**config.mk**
```make
export PLATFORM = sky130hd
export DESIGN_NAME = gb_soc
export DESIGN_NICKNAME = d
export VERILOG_FILES = /design/src/verilog/cpu_pkg.sv /design/src/verilog/alu.sv /design/src/verilog/instr_decoder.sv /design/src/verilog/mmu.sv /design/src/verilog/cpu_core.sv /design/src/verilog/gb_soc.sv
export VERILOG_INCLUDE_DIRS = /design/src /design/src/verilog
export SDC_FILE = /design/constraint.sdc
export NUM_CORES = 2
export LEC_CHECK = 0
export BUFFER_PORTS_ARGS = -buffer_cell sky130_fd_sc_hd__buf_4
export CAP_MARGIN = 20
export CORE_MARGIN = 4
export CORE_UTILIZATION = 30
export CTS_BUF_LIST = sky130_fd_sc_hd__clkbuf_8
export CTS_CLUSTER_SIZE = 24
export DETAILED_ROUTE_END_ITERATION = 8
export SETUP_SLACK_MARGIN = 0.1
export SLEW_MARGIN = 5
export SYNTH_ARGS = -nofsm -noshare
export SYNTH_HDL_FRONTEND = slang
export SYNTH_SLANG_ARGS = --single-unit
```
**constraint.sdc**
```tcl
create_clock -name clk -period 5.7 [get_ports clk]
set_clock_uncertainty 0.05 [all_clocks]
set_input_delay 0.57 -clock clk [delete_from_list [all_inputs] [get_ports clk]]
set_output_delay 0.57 -clock clk [all_outputs]
set_load 0.03 [all_outputs]
```
**src/verilog/cpu_params.svh**
```systemverilog
`ifndef CPU_PARAMS_SVH
`define CPU_PARAMS_SVH

// Datapath widths
`define CPU_DATA_W 8
`define CPU_ADDR_W 16

// Longest instruction, counting the overlapped fetch
`define MAX_CYCLES_PER_INSTR 5

// Work RAM window inside the MMU
`define WRAM_BASE  16'hC000
`define WRAM_DEPTH 256

`define PC_RESET 16'h0000
`define SP_RESET 16'hFFFE

`endif

```
**src/verilog/cpu_pkg.sv**
```systemverilog
`include "cpu_params.svh"

package cpu_pkg;

  typedef logic [`CPU_DATA_W-1:0] byte_t;
  typedef logic [`CPU_ADDR_W-1:0] addr_t;
  typedef logic [2:0]             cycle_count_t;  // Machine cycle within an instruction

  typedef enum logic [1:0] {T1, T2, T3, T4} t_phase_t;

  typedef enum logic [1:0] {ADDR_PC, ADDR_HL, ADDR_WZ, ADDR_NONE} addr_src_t;

  typedef enum logic [1:0] {
    DATA_BUS_OP_READ,
    DATA_BUS_OP_WRITE,
    DATA_BUS_OP_ALU_ONLY
  } data_bus_op_t;

  typedef enum logic [3:0] {
    REG_A, REG_B, REG_C, REG_D, REG_E, REG_H, REG_L,
    REG_Z_TMP, REG_W_TMP, REG_IR
  } reg_sel_t;

  typedef enum logic {IDU_NONE, IDU_INC} idu_op_t;

  typedef enum logic [3:0] {
    ALU_NOP, ALU_ADD, ALU_SUB, ALU_AND, ALU_OR, ALU_XOR,
    ALU_CP, ALU_INC, ALU_DEC, ALU_MOV
  } alu_op_t;

  typedef enum logic [2:0] {
    MISC_NONE, MISC_COND_CHECK, MISC_JP_LOAD, MISC_JR_ADD, MISC_HALT
  } misc_op_t;

  typedef enum logic [2:0] {COND_ALWAYS, COND_NZ, COND_Z, COND_NC, COND_C} cond_t;

  // One machine cycle of an instruction
  typedef struct packed {
    addr_src_t    addr_src;
    data_bus_op_t data_bus_op;
    reg_sel_t     data_bus_reg;  // Read target or write source
    idu_op_t      idu_op;        // Applied to the address source in T4
    alu_op_t      alu_op;
    reg_sel_t     alu_dst;
    reg_sel_t     alu_src;
    misc_op_t     misc_op;
    cond_t        cond;
  } mcycle_t;

  typedef struct packed {
    mcycle_t [`MAX_CYCLES_PER_INSTR-1:0] cycles;
    cycle_count_t                        num_cycles;
  } control_word_t;

  typedef struct packed {
    logic z;
    logic n;
    logic h;
    logic c;
  } flags_t;

  typedef struct packed {
    byte_t  a;
    flags_t flags;
    byte_t  b;
    byte_t  c;
    byte_t  d;
    byte_t  e;
    byte_t  h;
    byte_t  l;
    byte_t  w;
    byte_t  z;
    byte_t  ir;
    addr_t  sp;
    addr_t  pc;
  } cpu_regs_t;

  typedef struct packed {
    addr_t addr;
    byte_t wdata;
    logic  read;
    logic  write;
  } bus_req_t;

endpackage

```
**src/verilog/alu.sv**
```systemverilog
`timescale 1ns/100ps

module alu
  import cpu_pkg::*;
(
  input  alu_op_t op,
  input  byte_t   a,
  input  byte_t   b,
  input  flags_t  flags_in,
  output byte_t   result,
  output flags_t  flags_out
);

  logic [8:0] sum;
  logic [8:0] diff;
  logic [4:0] sum_lo;
  logic [4:0] diff_lo;
  byte_t      value;  // Computed value, also used by CP for Z

  assign sum     = {1'b0, a} + {1'b0, b};
  assign diff    = {1'b0, a} - {1'b0, b};
  assign sum_lo  = {1'b0, a[3:0]} + {1'b0, b[3:0]};
  assign diff_lo = {1'b0, a[3:0]} - {1'b0, b[3:0]};

  always_comb begin
    value = a;
    flags_out = flags_in;
    case (op)
      ALU_ADD: begin
        value = sum[7:0];
        flags_out.n = 1'b0;
        flags_out.h = sum_lo[4];
        flags_out.c = sum[8];
      end
      ALU_SUB, ALU_CP: begin
        value = diff[7:0];
        flags_out.n = 1'b1;
        flags_out.h = diff_lo[4];  // Borrow out of the low nibble
        flags_out.c = diff[8];
      end
      ALU_AND: begin
        value = a & b;
        flags_out.n = 1'b0;
        flags_out.h = 1'b1;
        flags_out.c = 1'b0;
      end
      ALU_OR, ALU_XOR: begin
        value = (op == ALU_OR) ? (a | b) : (a ^ b);
        flags_out.n = 1'b0;
        flags_out.h = 1'b0;
        flags_out.c = 1'b0;
      end
      ALU_INC: begin
        value = a + 8'd1;
        flags_out.n = 1'b0;
        flags_out.h = (a[3:0] == 4'hf);
      end
      ALU_DEC: begin
        value = a - 8'd1;
        flags_out.n = 1'b1;
        flags_out.h = (a[3:0] == 4'h0);
      end
      ALU_MOV: value = b;  // Flags untouched
      default: value = a;
    endcase
    if (op != ALU_NOP && op != ALU_MOV)
      flags_out.z = (value == 8'h00);
  end

  assign result = (op == ALU_CP) ? a : value;  // CP leaves A alone

endmodule

```
**src/verilog/instr_decoder.sv**
```systemverilog
`timescale 1ns/100ps
`include "cpu_params.svh"

module instr_decoder
  import cpu_pkg::*;
(
  input  byte_t         opcode,
  output control_word_t control_word
);

  // Opcode fetch, the tail of every instruction
  localparam mcycle_t FETCH = '{addr_src: ADDR_PC, data_bus_op: DATA_BUS_OP_READ,
                                data_bus_reg: REG_IR, idu_op: IDU_INC, alu_op: ALU_NOP,
                                alu_dst: REG_A, alu_src: REG_A, misc_op: MISC_NONE,
                                cond: COND_ALWAYS};

  logic [2:0] dst_code;
  logic [2:0] src_code;

  function automatic reg_sel_t reg_from_code(input logic [2:0] code);
    case (code)
      3'd0: return REG_B;
      3'd1: return REG_C;
      3'd2: return REG_D;
      3'd3: return REG_E;
      3'd4: return REG_H;
      3'd5: return REG_L;
      default: return REG_A;  // Code 6 is (HL), filtered by the caller
    endcase
  endfunction

  function automatic alu_op_t alu_from_code(input logic [2:0] code);
    case (code)
      3'd0: return ALU_ADD;
      3'd2: return ALU_SUB;
      3'd4: return ALU_AND;
      3'd5: return ALU_XOR;
      3'd6: return ALU_OR;
      3'd7: return ALU_CP;
      default: return ALU_NOP;  // ADC and SBC fall back to NOP
    endcase
  endfunction

  // Immediate byte from PC into a register
  function automatic mcycle_t imm_read(input reg_sel_t dst);
    mcycle_t m;
    m = FETCH;
    m.data_bus_reg = dst;
    return m;
  endfunction

  // Internal cycle with no bus traffic
  function automatic mcycle_t internal(input misc_op_t op);
    mcycle_t m;
    m = FETCH;
    m.addr_src = ADDR_NONE;
    m.data_bus_op = DATA_BUS_OP_ALU_ONLY;
    m.idu_op = IDU_NONE;
    m.misc_op = op;
    return m;
  endfunction

  assign dst_code = opcode[5:3];
  assign src_code = opcode[2:0];

  always_comb begin
    control_word.cycles = {`MAX_CYCLES_PER_INSTR{FETCH}};
    control_word.num_cycles = 3'd1;
    casez (opcode)
      8'h21: begin  // LD HL,d16
        control_word.cycles[0] = imm_read(REG_L);
        control_word.cycles[1] = imm_read(REG_H);
        control_word.num_cycles = 3'd3;
      end
      8'hc3: begin  // JP a16
        control_word.cycles[0] = imm_read(REG_Z_TMP);
        control_word.cycles[1] = imm_read(REG_W_TMP);
        control_word.cycles[2] = internal(MISC_JP_LOAD);
        control_word.num_cycles = 3'd4;
      end
      8'h18, 8'h20, 8'h28, 8'h30, 8'h38: begin
        // JR cc; an untaken branch skips straight to the last slot, which is also a fetch
        control_word.cycles[0] = imm_read(REG_Z_TMP);
        control_word.cycles[0].misc_op = MISC_COND_CHECK;
        if (opcode[5])
          control_word.cycles[0].cond = cond_t'(3'd1 + {1'b0, opcode[4:3]});
        control_word.cycles[1] = internal(MISC_JR_ADD);
        control_word.num_cycles = 3'd3;
      end
      8'h76: control_word.cycles[0] = internal(MISC_HALT);
      8'h77: begin  // LD (HL),A
        control_word.cycles[0] = internal(MISC_NONE);
        control_word.cycles[0].addr_src = ADDR_HL;
        control_word.cycles[0].data_bus_op = DATA_BUS_OP_WRITE;
        control_word.cycles[0].data_bus_reg = REG_A;
        control_word.num_cycles = 3'd2;
      end
      8'h7e: begin  // LD A,(HL)
        control_word.cycles[0] = imm_read(REG_A);
        control_word.cycles[0].addr_src = ADDR_HL;
        control_word.cycles[0].idu_op = IDU_NONE;
        control_word.num_cycles = 3'd2;
      end
      8'b00???110: begin  // LD r,d8
        if (dst_code != 3'd6) begin
          control_word.cycles[0] = imm_read(reg_from_code(dst_code));
          control_word.num_cycles = 3'd2;
        end
      end
      8'b00???10?: begin  // INC r, DEC r
        if (dst_code != 3'd6) begin
          control_word.cycles[0].alu_op = opcode[0] ? ALU_DEC : ALU_INC;
          control_word.cycles[0].alu_dst = reg_from_code(dst_code);
          control_word.cycles[0].alu_src = reg_from_code(dst_code);
        end
      end
      8'b01??????: begin  // LD r,r'
        if (dst_code != 3'd6 && src_code != 3'd6) begin
          control_word.cycles[0].alu_op = ALU_MOV;
          control_word.cycles[0].alu_dst = reg_from_code(dst_code);
          control_word.cycles[0].alu_src = reg_from_code(src_code);
        end
      end
      8'b10??????: begin  // ALU A,r
        if (src_code != 3'd6) begin
          control_word.cycles[0].alu_op = alu_from_code(dst_code);
          control_word.cycles[0].alu_src = reg_from_code(src_code);
        end
      end
      8'b11???110: begin  // ALU A,d8
        control_word.cycles[0] = imm_read(REG_Z_TMP);
        control_word.cycles[1].alu_op = alu_from_code(dst_code);
        control_word.cycles[1].alu_src = REG_Z_TMP;
        control_word.num_cycles = 3'd2;
      end
      default: control_word.num_cycles = 3'd1;  // Unknown opcodes run as NOP
    endcase
  end

endmodule

```
**src/verilog/mmu.sv**
```systemverilog
`timescale 1ns/100ps
`include "cpu_params.svh"

module mmu
  import cpu_pkg::*;
(
  input  logic     clk,
  input  logic     reset,
  input  bus_req_t cpu_req,
  output byte_t    rdata,
  output bus_req_t cart_req,
  input  byte_t    cart_rdata
);

  localparam int WRAM_AW = $clog2(`WRAM_DEPTH);

  byte_t              wram [`WRAM_DEPTH];
  logic               in_wram;
  logic [WRAM_AW-1:0] wram_idx;
  logic               write_q;  // Strobe seen last cycle

  assign in_wram  = (cpu_req.addr >= addr_t'(`WRAM_BASE)) &&
                    (cpu_req.addr < addr_t'(`WRAM_BASE + `WRAM_DEPTH));
  assign wram_idx = cpu_req.addr[WRAM_AW-1:0];

  always_ff @(posedge clk or posedge reset) begin
    if (reset)
      write_q <= 1'b0;
    else
      write_q <= cpu_req.write;
  end

  // First edge with the strobe up is the T3 to T4 edge
  always_ff @(posedge clk) begin
    if (in_wram && cpu_req.write && !write_q)
      wram[wram_idx] <= cpu_req.wdata;
  end

  assign rdata = in_wram ? wram[wram_idx] : cart_rdata;

  always_comb begin
    cart_req       = cpu_req;
    cart_req.read  = cpu_req.read && !in_wram;
    cart_req.write = cpu_req.write && !in_wram;
  end

  a_cart_outside_wram: assert property (@(posedge clk) disable iff (reset)
    (cart_req.read || cart_req.write) |-> $stable(cart_req.addr) && !in_wram);

endmodule

```
**src/verilog/cpu_core.sv**
```systemverilog
`timescale 1ns/100ps
`include "cpu_params.svh"

module cpu_core
  import cpu_pkg::*;
(
  input  logic     clk,
  input  logic     reset,
  output bus_req_t bus_req,
  input  byte_t    rdata,
  output logic     halted
);

  localparam cycle_count_t LAST_SLOT = cycle_count_t'(`MAX_CYCLES_PER_INSTR - 1);

  cpu_regs_t     regs;
  t_phase_t      t_phase;
  cycle_count_t  cycle_count;
  control_word_t control_word;
  mcycle_t       cur;
  byte_t         data_q;  // Read byte, sampled at the end of T3
  byte_t         alu_a;
  byte_t         alu_b;
  byte_t         alu_result;
  flags_t        alu_flags;
  logic          last_cycle;
  logic          cond_ok;

  function automatic byte_t get_reg(input cpu_regs_t r, input reg_sel_t sel);
    case (sel)
      REG_A: return r.a;
      REG_B: return r.b;
      REG_C: return r.c;
      REG_D: return r.d;
      REG_E: return r.e;
      REG_H: return r.h;
      REG_L: return r.l;
      REG_Z_TMP: return r.z;
      REG_W_TMP: return r.w;
      default: return r.ir;
    endcase
  endfunction

  function automatic cpu_regs_t put_reg(input cpu_regs_t r, input reg_sel_t sel,
                                        input byte_t val);
    cpu_regs_t n;
    n = r;
    case (sel)
      REG_A: n.a = val;
      REG_B: n.b = val;
      REG_C: n.c = val;
      REG_D: n.d = val;
      REG_E: n.e = val;
      REG_H: n.h = val;
      REG_L: n.l = val;
      REG_Z_TMP: n.z = val;
      REG_W_TMP: n.w = val;
      default: n.ir = val;
    endcase
    return n;
  endfunction

  function automatic addr_t get_addr(input cpu_regs_t r, input addr_src_t src);
    case (src)
      ADDR_HL: return {r.h, r.l};
      ADDR_WZ: return {r.w, r.z};
      default: return r.pc;
    endcase
  endfunction

  // Increment/decrement unit write-back to the address source
  function automatic cpu_regs_t put_addr(input cpu_regs_t r, input addr_src_t src,
                                         input addr_t val);
    cpu_regs_t n;
    n = r;
    case (src)
      ADDR_PC: n.pc = val;
      ADDR_HL: {n.h, n.l} = val;
      ADDR_WZ: {n.w, n.z} = val;
      default: n.pc = r.pc;
    endcase
    return n;
  endfunction

  instr_decoder u_instr_decoder (
    .opcode      (regs.ir),
    .control_word(control_word)
  );

  assign cur   = control_word.cycles[cycle_count];
  assign alu_a = get_reg(regs, cur.alu_dst);
  assign alu_b = get_reg(regs, cur.alu_src);

  alu u_alu (
    .op       (cur.alu_op),
    .a        (alu_a),
    .b        (alu_b),
    .flags_in (regs.flags),
    .result   (alu_result),
    .flags_out(alu_flags)
  );

  // Untaken JR jumps to the last slot, so that slot ends an instruction too
  assign last_cycle = (cycle_count == control_word.num_cycles - 3'd1) ||
                      (cycle_count == LAST_SLOT);

  always_comb begin
    case (cur.cond)
      COND_NZ: cond_ok = !regs.flags.z;
      COND_Z:  cond_ok = regs.flags.z;
      COND_NC: cond_ok = !regs.flags.c;
      COND_C:  cond_ok = regs.flags.c;
      default: cond_ok = 1'b1;
    endcase
  end

  always_ff @(posedge clk) begin
    if (t_phase == T3)
      data_q <= rdata;
  end

  always_ff @(posedge clk or posedge reset) begin
    cpu_regs_t nxt;
    if (reset) begin
      regs        <= '0;  // IR of 0x00 makes the first cycle a fetch
      regs.pc     <= `PC_RESET;
      regs.sp     <= `SP_RESET;
      t_phase     <= T1;
      cycle_count <= '0;
      bus_req     <= '0;
      halted      <= 1'b0;
    end else if (!halted) begin
      case (t_phase)
        T1: begin
          if (cur.addr_src != ADDR_NONE)
            bus_req.addr <= get_addr(regs, cur.addr_src);
          t_phase <= T2;
        end
        T2: begin
          bus_req.read  <= (cur.data_bus_op == DATA_BUS_OP_READ);
          bus_req.write <= (cur.data_bus_op == DATA_BUS_OP_WRITE);
          bus_req.wdata <= get_reg(regs, cur.data_bus_reg);
          t_phase       <= T3;
        end
        T3: t_phase <= T4;
        T4: begin
          nxt = regs;
          if (cur.data_bus_op == DATA_BUS_OP_READ)
            nxt = put_reg(nxt, cur.data_bus_reg, data_q);
          if (cur.alu_op != ALU_NOP) begin
            nxt = put_reg(nxt, cur.alu_dst, alu_result);
            nxt.flags = alu_flags;
          end
          if (cur.idu_op == IDU_INC)
            nxt = put_addr(nxt, cur.addr_src, get_addr(regs, cur.addr_src) + 16'd1);
          case (cur.misc_op)
            MISC_JP_LOAD: nxt.pc = {regs.w, regs.z};
            MISC_JR_ADD:  nxt.pc = regs.pc + {{8{regs.z[7]}}, regs.z};  // Signed offset
            MISC_HALT:    halted <= 1'b1;
            default:      nxt.pc = nxt.pc;
          endcase
          regs <= nxt;

          bus_req.read  <= 1'b0;
          bus_req.write <= 1'b0;

          if (cur.misc_op == MISC_COND_CHECK && !cond_ok)
            cycle_count <= LAST_SLOT;
          else if (last_cycle)
            cycle_count <= '0;
          else
            cycle_count <= cycle_count + 3'd1;
          t_phase <= T1;
        end
        default: t_phase <= T1;
      endcase
    end
  end

  a_one_strobe: assert property (@(posedge clk) disable iff (reset)
    !(bus_req.read && bus_req.write));

  // Strobes drop in T4, so the next cycle opens quiet
  a_quiet_t1: assert property (@(posedge clk) disable iff (reset)
    (t_phase == T1) |-> !(bus_req.read || bus_req.write));

endmodule

```
**src/verilog/gb_soc.sv**
```systemverilog
`timescale 1ns/100ps

module gb_soc
  import cpu_pkg::*;
(
  input  logic     clk,
  input  logic     reset,
  output bus_req_t cart_req,
  input  byte_t    cart_rdata,
  output logic     halted
);

  bus_req_t cpu_req;
  byte_t    cpu_rdata;

  cpu_core u_cpu_core (
    .clk    (clk),
    .reset  (reset),
    .bus_req(cpu_req),
    .rdata  (cpu_rdata),
    .halted (halted)
  );

  mmu u_mmu (
    .clk       (clk),
    .reset     (reset),
    .cpu_req   (cpu_req),
    .rdata     (cpu_rdata),
    .cart_req  (cart_req),
    .cart_rdata(cart_rdata)
  );

endmodule

```
Word-level counts from Yosys, hierarchy flattened:

Memories as Yosys holds them, arrays and structs flattened.
Index checks and enable logic that the tools add are counted.

* register bits: 157
* bits in writable memories: 2048
* word-level logic and storage cells: 248
* memories kept: 1

Memories
* u_mmu.wram: words 256, width 8, read ports 1, clocked after memory_dff 0, wr ports 1, RTL line mmu.sv:17 `` byte_t wram [`WRAM_DEPTH]; ``

* add/subtract/negate cells: 11
* magnitude comparators: 3
* equality and inequality tests: 81
* mux-type cells: 81
* bitwise operators: 4
* reduce and logical (&&, ||, !) cells: 42

Operators with widths (count)
* $mux W116: 2
* $pmux W8 S9: 3
* $mux W8: 23
* $mux W16: 6
* $bmux W27 S3: 1
* $mux W72: 1
* $eq A4 B3 Y1 const B: 16
* $pmux W16 S2: 2
* $pmux W9 S7: 1
* $pmux W8 S7: 1
* $mux W27: 2
* $pmux W3 S6: 3
* $eq A8 B6 Y1 const B: 5
* $eq A4 B2 Y1 const B: 9
* $pmux W4 S3: 3
* $eq A3 B3 Y1 const B: 9
* $pmux W9 S3: 1
* $mux W26: 1
* $eq A3 B2 Y1 const B: 8
* $eq A4 B4 Y1 const B: 6
* $eq A8 B7 Y1 const B: 3
* $mux W12: 2
* $mux W3: 7
* $pmux W6 S3: 1
* other kinds (59): 106

Longest topological paths before layout:

* depth in word-level cells: 18
* depth in mapped cells: 28

Hierarchy:

Synthesis repeated with hierarchy kept, for this count alone.

* cells, all modules: 5580
* area, all modules: 94954.8 um^2

Modules (own cells, without submodules)
* mmu: times used 1, cells each 3721, area each 79981.7 um^2, seq. area each 61524.0 um^2
* cpu_core: times used 1, cells each 1324, area each 11334.6 um^2, seq. area each 3543.4 um^2
* alu: times used 1, cells each 319, area each 2160.8 um^2, seq. area each 0.0 um^2
* instr_decoder: times used 1, cells each 216, area each 1477.7 um^2, seq. area each 0.0 um^2

Worst setup path after synthesis:

Ideal clock, no wire load.

* path kind: register to register
* start point: register u_cpu_core.regs[38] in the netlist's numbering
* end point: register u_cpu_core.regs[107] in the netlist's numbering
* setup time: 73 ps
* arrival time: 5645 ps
* path slack: -68 ps
* stages on the path, launching flop included: 26
* buffers on the path: 2
* clock period less this slack: 5768 ps
* path through: dfrtp_1 -> inv_1 -> ha_1 -> nor3b_1 -> and3_1 -> or3_1 -> buf_4 -> o41ai_4 -> a21oi_1 -> buf_2 -> a32oi_1 -> a31oi_1 -> or4_1 -> ha_1 -> fa_1 -> a21oi_1 -> nor2_1 -> nor2_1 -> nor2_1 -> o21a_1 -> or3_1 -> nand4_1 -> o2111ai_2 -> a2111o_1 -> a2111o_1 -> a2bb2oi_2

* cells in the longest elaborated chain, start to end: 13
* elaborated cells between the ends (all ways): 75
* classes of those cells: 4 x add/sub; 41 x eq/ne; 18 x mux; 3 x bitwise; 9 x reduce/logical

RTL lines
* start: declaration: RTL line cpu_core.sv:16 `cpu_regs_t regs;`
* start signal: assignment: RTL line cpu_core.sv:162 `regs <= nxt;`
* parallel branches: the longest is 12 deep, another holds $sub A8 B1 Y8
* $mux W116 (*): RTL line cpu_core.sv:150 `if (cur.alu_op != ALU_NOP) begin`

Every way passes the cells marked *. The select of a mux whose other input is x is not followed.
A chain may end at the register's enable or synchronous reset.

Worst setup path after layout:

Ends and elaborated chain as after synthesis.

==> results.txt <==
CP max stage cell: or4_4
detailed-router iteration count before antenna repair: 9
Max Slew Vio Count: 0
CTS tree: yes
EDFF count, synth: 2056
Synth cell types: 98
Buf/Inv on CP: 1
cells after synthesis: 4959
register area share after synthesis: 0.709
Rows: 202
most common cell after layout, fill and taps aside: edfxtp_1
total track usage: 0.163
Period Utilization, post-route: 0.972
syn nets: 5038
Skew-Pair Late Insertion Delay: 1060 ps
Syn Std Cell Area: 91700 µm²
Post-synth ARST share: 0.0599
pre-CTS setup slack: -63.1 ps
CTS Sinks: 2187
Mapped Avg Cell Area: 18.5 µm²
Layout Cells excl Fill: 9769
CP Class: reg2reg
Ys Warns: 0
Pwr Density: 550 nW/µm²
worst path required time: 6620 ps
Final Hold Fails: 0
final instance area: 106000 µm²
Final GP Congestion: 0.942
drc violations: 3
1st-iter DRT viols: 6111
Tmin final: 5540 ps
Final setup viols: 0
CTS Buf Count: 367
PortBufs: 36
layout cell share with drive strength beyond 1: 0.293
Synth Register Bits: 2187
status: finished with violations
Final ANT Viol Nets: 0
root buf cell: clkbuf_8
vias in the first global route: 51700
commonest cells after routing, fill and taps aside: edfxtp_1, mux4_2, nor2_1, buf_4, clkbuf_8
Syn-to-layout area delta: 15.4%
Initial Util: 0.302
CP Cell Sequence: inv_2 > ha_4 > nor3b_2 > and3_4 > or3_4 > o41a_1 > nand3_2 > o21ai_2 > and2_4 > or4_4 > ha_4 > fa_2 > a21oi_2 > nor2_1 > nor2_2 > nor2_1 > o21a_1 > or3_1 > nand4_1 > o2111ai_2 > a2111o_1 > a2111o_1 > a2bb2oi_2
io pins: 37
total global routing overflow: 0
Worst Reg-to-Reg Cells: 23
dpl cells: 9120
Setup crit start kind: flop
fin worst setup slack: 162 ps
Slew @ Worst Pin: 1240 ps
Area after DPL: 99000 µm²
hold_ws: 164 ps
violated checks: design-rule violations
RSZ-0062 raised after global routing: true
Worst Setup End Kind: flop
drt via density: 5.30
crit-path max FO: 3
die area: 315000 µm²
first-pass GRT wire length: 379 mm
CP delay by family, top: simple AND/OR/NAND/NOR gates
Leak: 34.1 nW
initial antenna violation count: 14
Max Freq: 181 MHz
CTS Buffer Depth: 4
chip height: 561 µm
largest net degree at the start of global routing: 181
Hold WC Path Type: in2async
clock-pin transition on the worst setup and hold timing paths: 70 ps
core area: 304000 µm²
setup tns final: 0 ps
maximum VDD drop: 463 µV
Nets: 5527
# Max-Cap Violations: 0
CP max stage delay: 560 ps
H-tree depth: 5
WL/cell: 27.0 µm
top_reg_cell synth: edfxtp_1
Die Width: 561 µm
HPWL Detailed: 170 mm
final wirelength: 264 mm
CP arrival: 6460 ps
Worst slew margin: 0.172
Vias: 51800
CP Depth: 23
[sequential cells by signal, summed over array words and instances (netlist names)]
register                count
u_cpu_core.halted           1
u_mmu.wram               2048
u_cpu_core.cycle_count      3
u_mmu.write_q               1
u_cpu_core.regs            98
u_cpu_core.data_q           8
u_cpu_core.t_phase          2
u_cpu_core.bus_req         26
[routing by layer]
metal	up-vias	track usage	routed length (µm)
li1	21300	-	-
met1	27400	0.234	112000
met2	2562	0.253	122000
met3	497	0.0313	22000
met4	6	0.0475	7530
met5	-	0	41
[worst min-delay path, delay by kind of cell]
kind	cells	cell delay [ps]
buf+inv	3	1150
[per-stage QoR]
step	power [mW]	util
after CTS	58.0	0.348
after detailed placement	45.6	0.326
after floorplan	35.6	-
final	58.2	0.349
after global placement	45.4	0.326
after global routing	60.6	0.349
[logic make-up (layout without fill, tap and decap cells)]
kind of cell,Yosys count,after routing,share of synthesized area
AO/OA/AOI/OAI,650,650,0.0473
XOR/XNOR,40,40,0.00382
adder cells (fa/ha/maj),69,69,0.00974
buffers and inverters,384,1109,0.0175
flip-flops,2187,2187,0.709
multiplexers,728,728,0.170
other,0,5,0
AND/OR/NAND/NOR,901,901,0.0432
[cell type report]
class / instances / area [µm²]
fillers: 28400 / 198000
flip-flops and latches: 2187 / 65100
multi-input cells: 2388 / 25400
clock buffers: 375 / 5160
well taps: 4080 / 5100
repair buffers: 439 / 3760
clock inverters: 230 / 1100
inverters: 65 / 249
diodes: 5 / 12.5
[worst paths after layout]
path / startpoint / endpoint / slack (ps)
worst max register to register: u_cpu_core.regs[38] / u_cpu_core.regs[107] / 160
max in group asynchronous: reset / u_cpu_core.bus_req[8] / 4340
min in group clk: cart_rdata[2] / u_cpu_core.data_q[2] / 330
worst max-delay path: u_cpu_core.regs[38] / u_cpu_core.regs[107] / 160
worst min register to register: u_cpu_core.bus_req[18] / u_cpu_core.bus_req[18] / 470
worst min-delay path: reset / u_cpu_core.bus_req[6] / 160
[synthesized netlist by cell type, types with 5 or more instances]
| master | n | area (µm²) |
|---|---|---|
| nor3b_1 | 6 | 45.0 |
| nand4_1 | 23 | 144 |
| edfxtp_1 | 2056 | 61700 |
| a22o_1 | 10 | 87.6 |
| nor3_1 | 47 | 235 |
| a32oi_1 | 10 | 87.6 |
| nor2b_1 | 15 | 93.8 |
| dfrtp_1 | 131 | 3280 |
| a211oi_1 | 19 | 143 |
| nor2_1 | 467 | 1750 |
| o211ai_1 | 13 | 97.6 |
| mux2_2 | 22 | 248 |
| nand2b_1 | 14 | 87.6 |
| buf_4 | 26 | 195 |
| o21ai_0 | 98 | 490 |
| nand3b_1 | 5 | 37.5 |
| xnor2_1 | 27 | 236 |
| and3_1 | 19 | 119 |
| a21oi_1 | 216 | 1080 |
| buf_2 | 39 | 195 |
| a22oi_1 | 33 | 248 |
| and2_1 | 12 | 75.1 |
| mux4_2 | 658 | 14800 |
| o22ai_1 | 54 | 338 |
| o21a_1 | 10 | 75.1 |
| a311oi_1 | 6 | 52.6 |
| a31oi_1 | 23 | 144 |
| or2_2 | 5 | 31.3 |
| xor2_1 | 13 | 114 |
| o21bai_1 | 9 | 67.6 |
| ha_1 | 65 | 813 |
| inv_1 | 65 | 244 |
| o21ai_1 | 13 | 65.1 |
| nand3_1 | 68 | 340 |
| nand2_1 | 182 | 683 |
| a21o_1 | 14 | 105 |
| buf_1 | 57 | 214 |
| mux2i_1 | 46 | 460 |
| o31ai_1 | 8 | 60.1 |
| a222oi_1 | 21 | 210 |
| or3_1 | 12 | 75.1 |
| clkbuf_1 | 195 | 732 |
| a221oi_1 | 15 | 131 |
| o2bb2ai_1 | 8 | 70.1 |
[where the power goes]
part           leakage [nW]  switching (mW)  internal (mW)  total (mW)
sequential             20.2            1.66           20.1        21.8
clock                  3.70            6.07           6.31        12.4
combinational          10.2            14.6           9.53        24.1
total                  34.1            22.3           36.0        58.2
[timing repair]
action / CTS / global route
buffers inserted: 14 / 17
hold endpoints to repair: 75 / 0
resized for setup: 5 / 62
endpoints found under the setup margin: 25 / 53
pin swaps: 6 / 27
hold buffers: 7 / 0
Power figures use the tool's default switching activity.
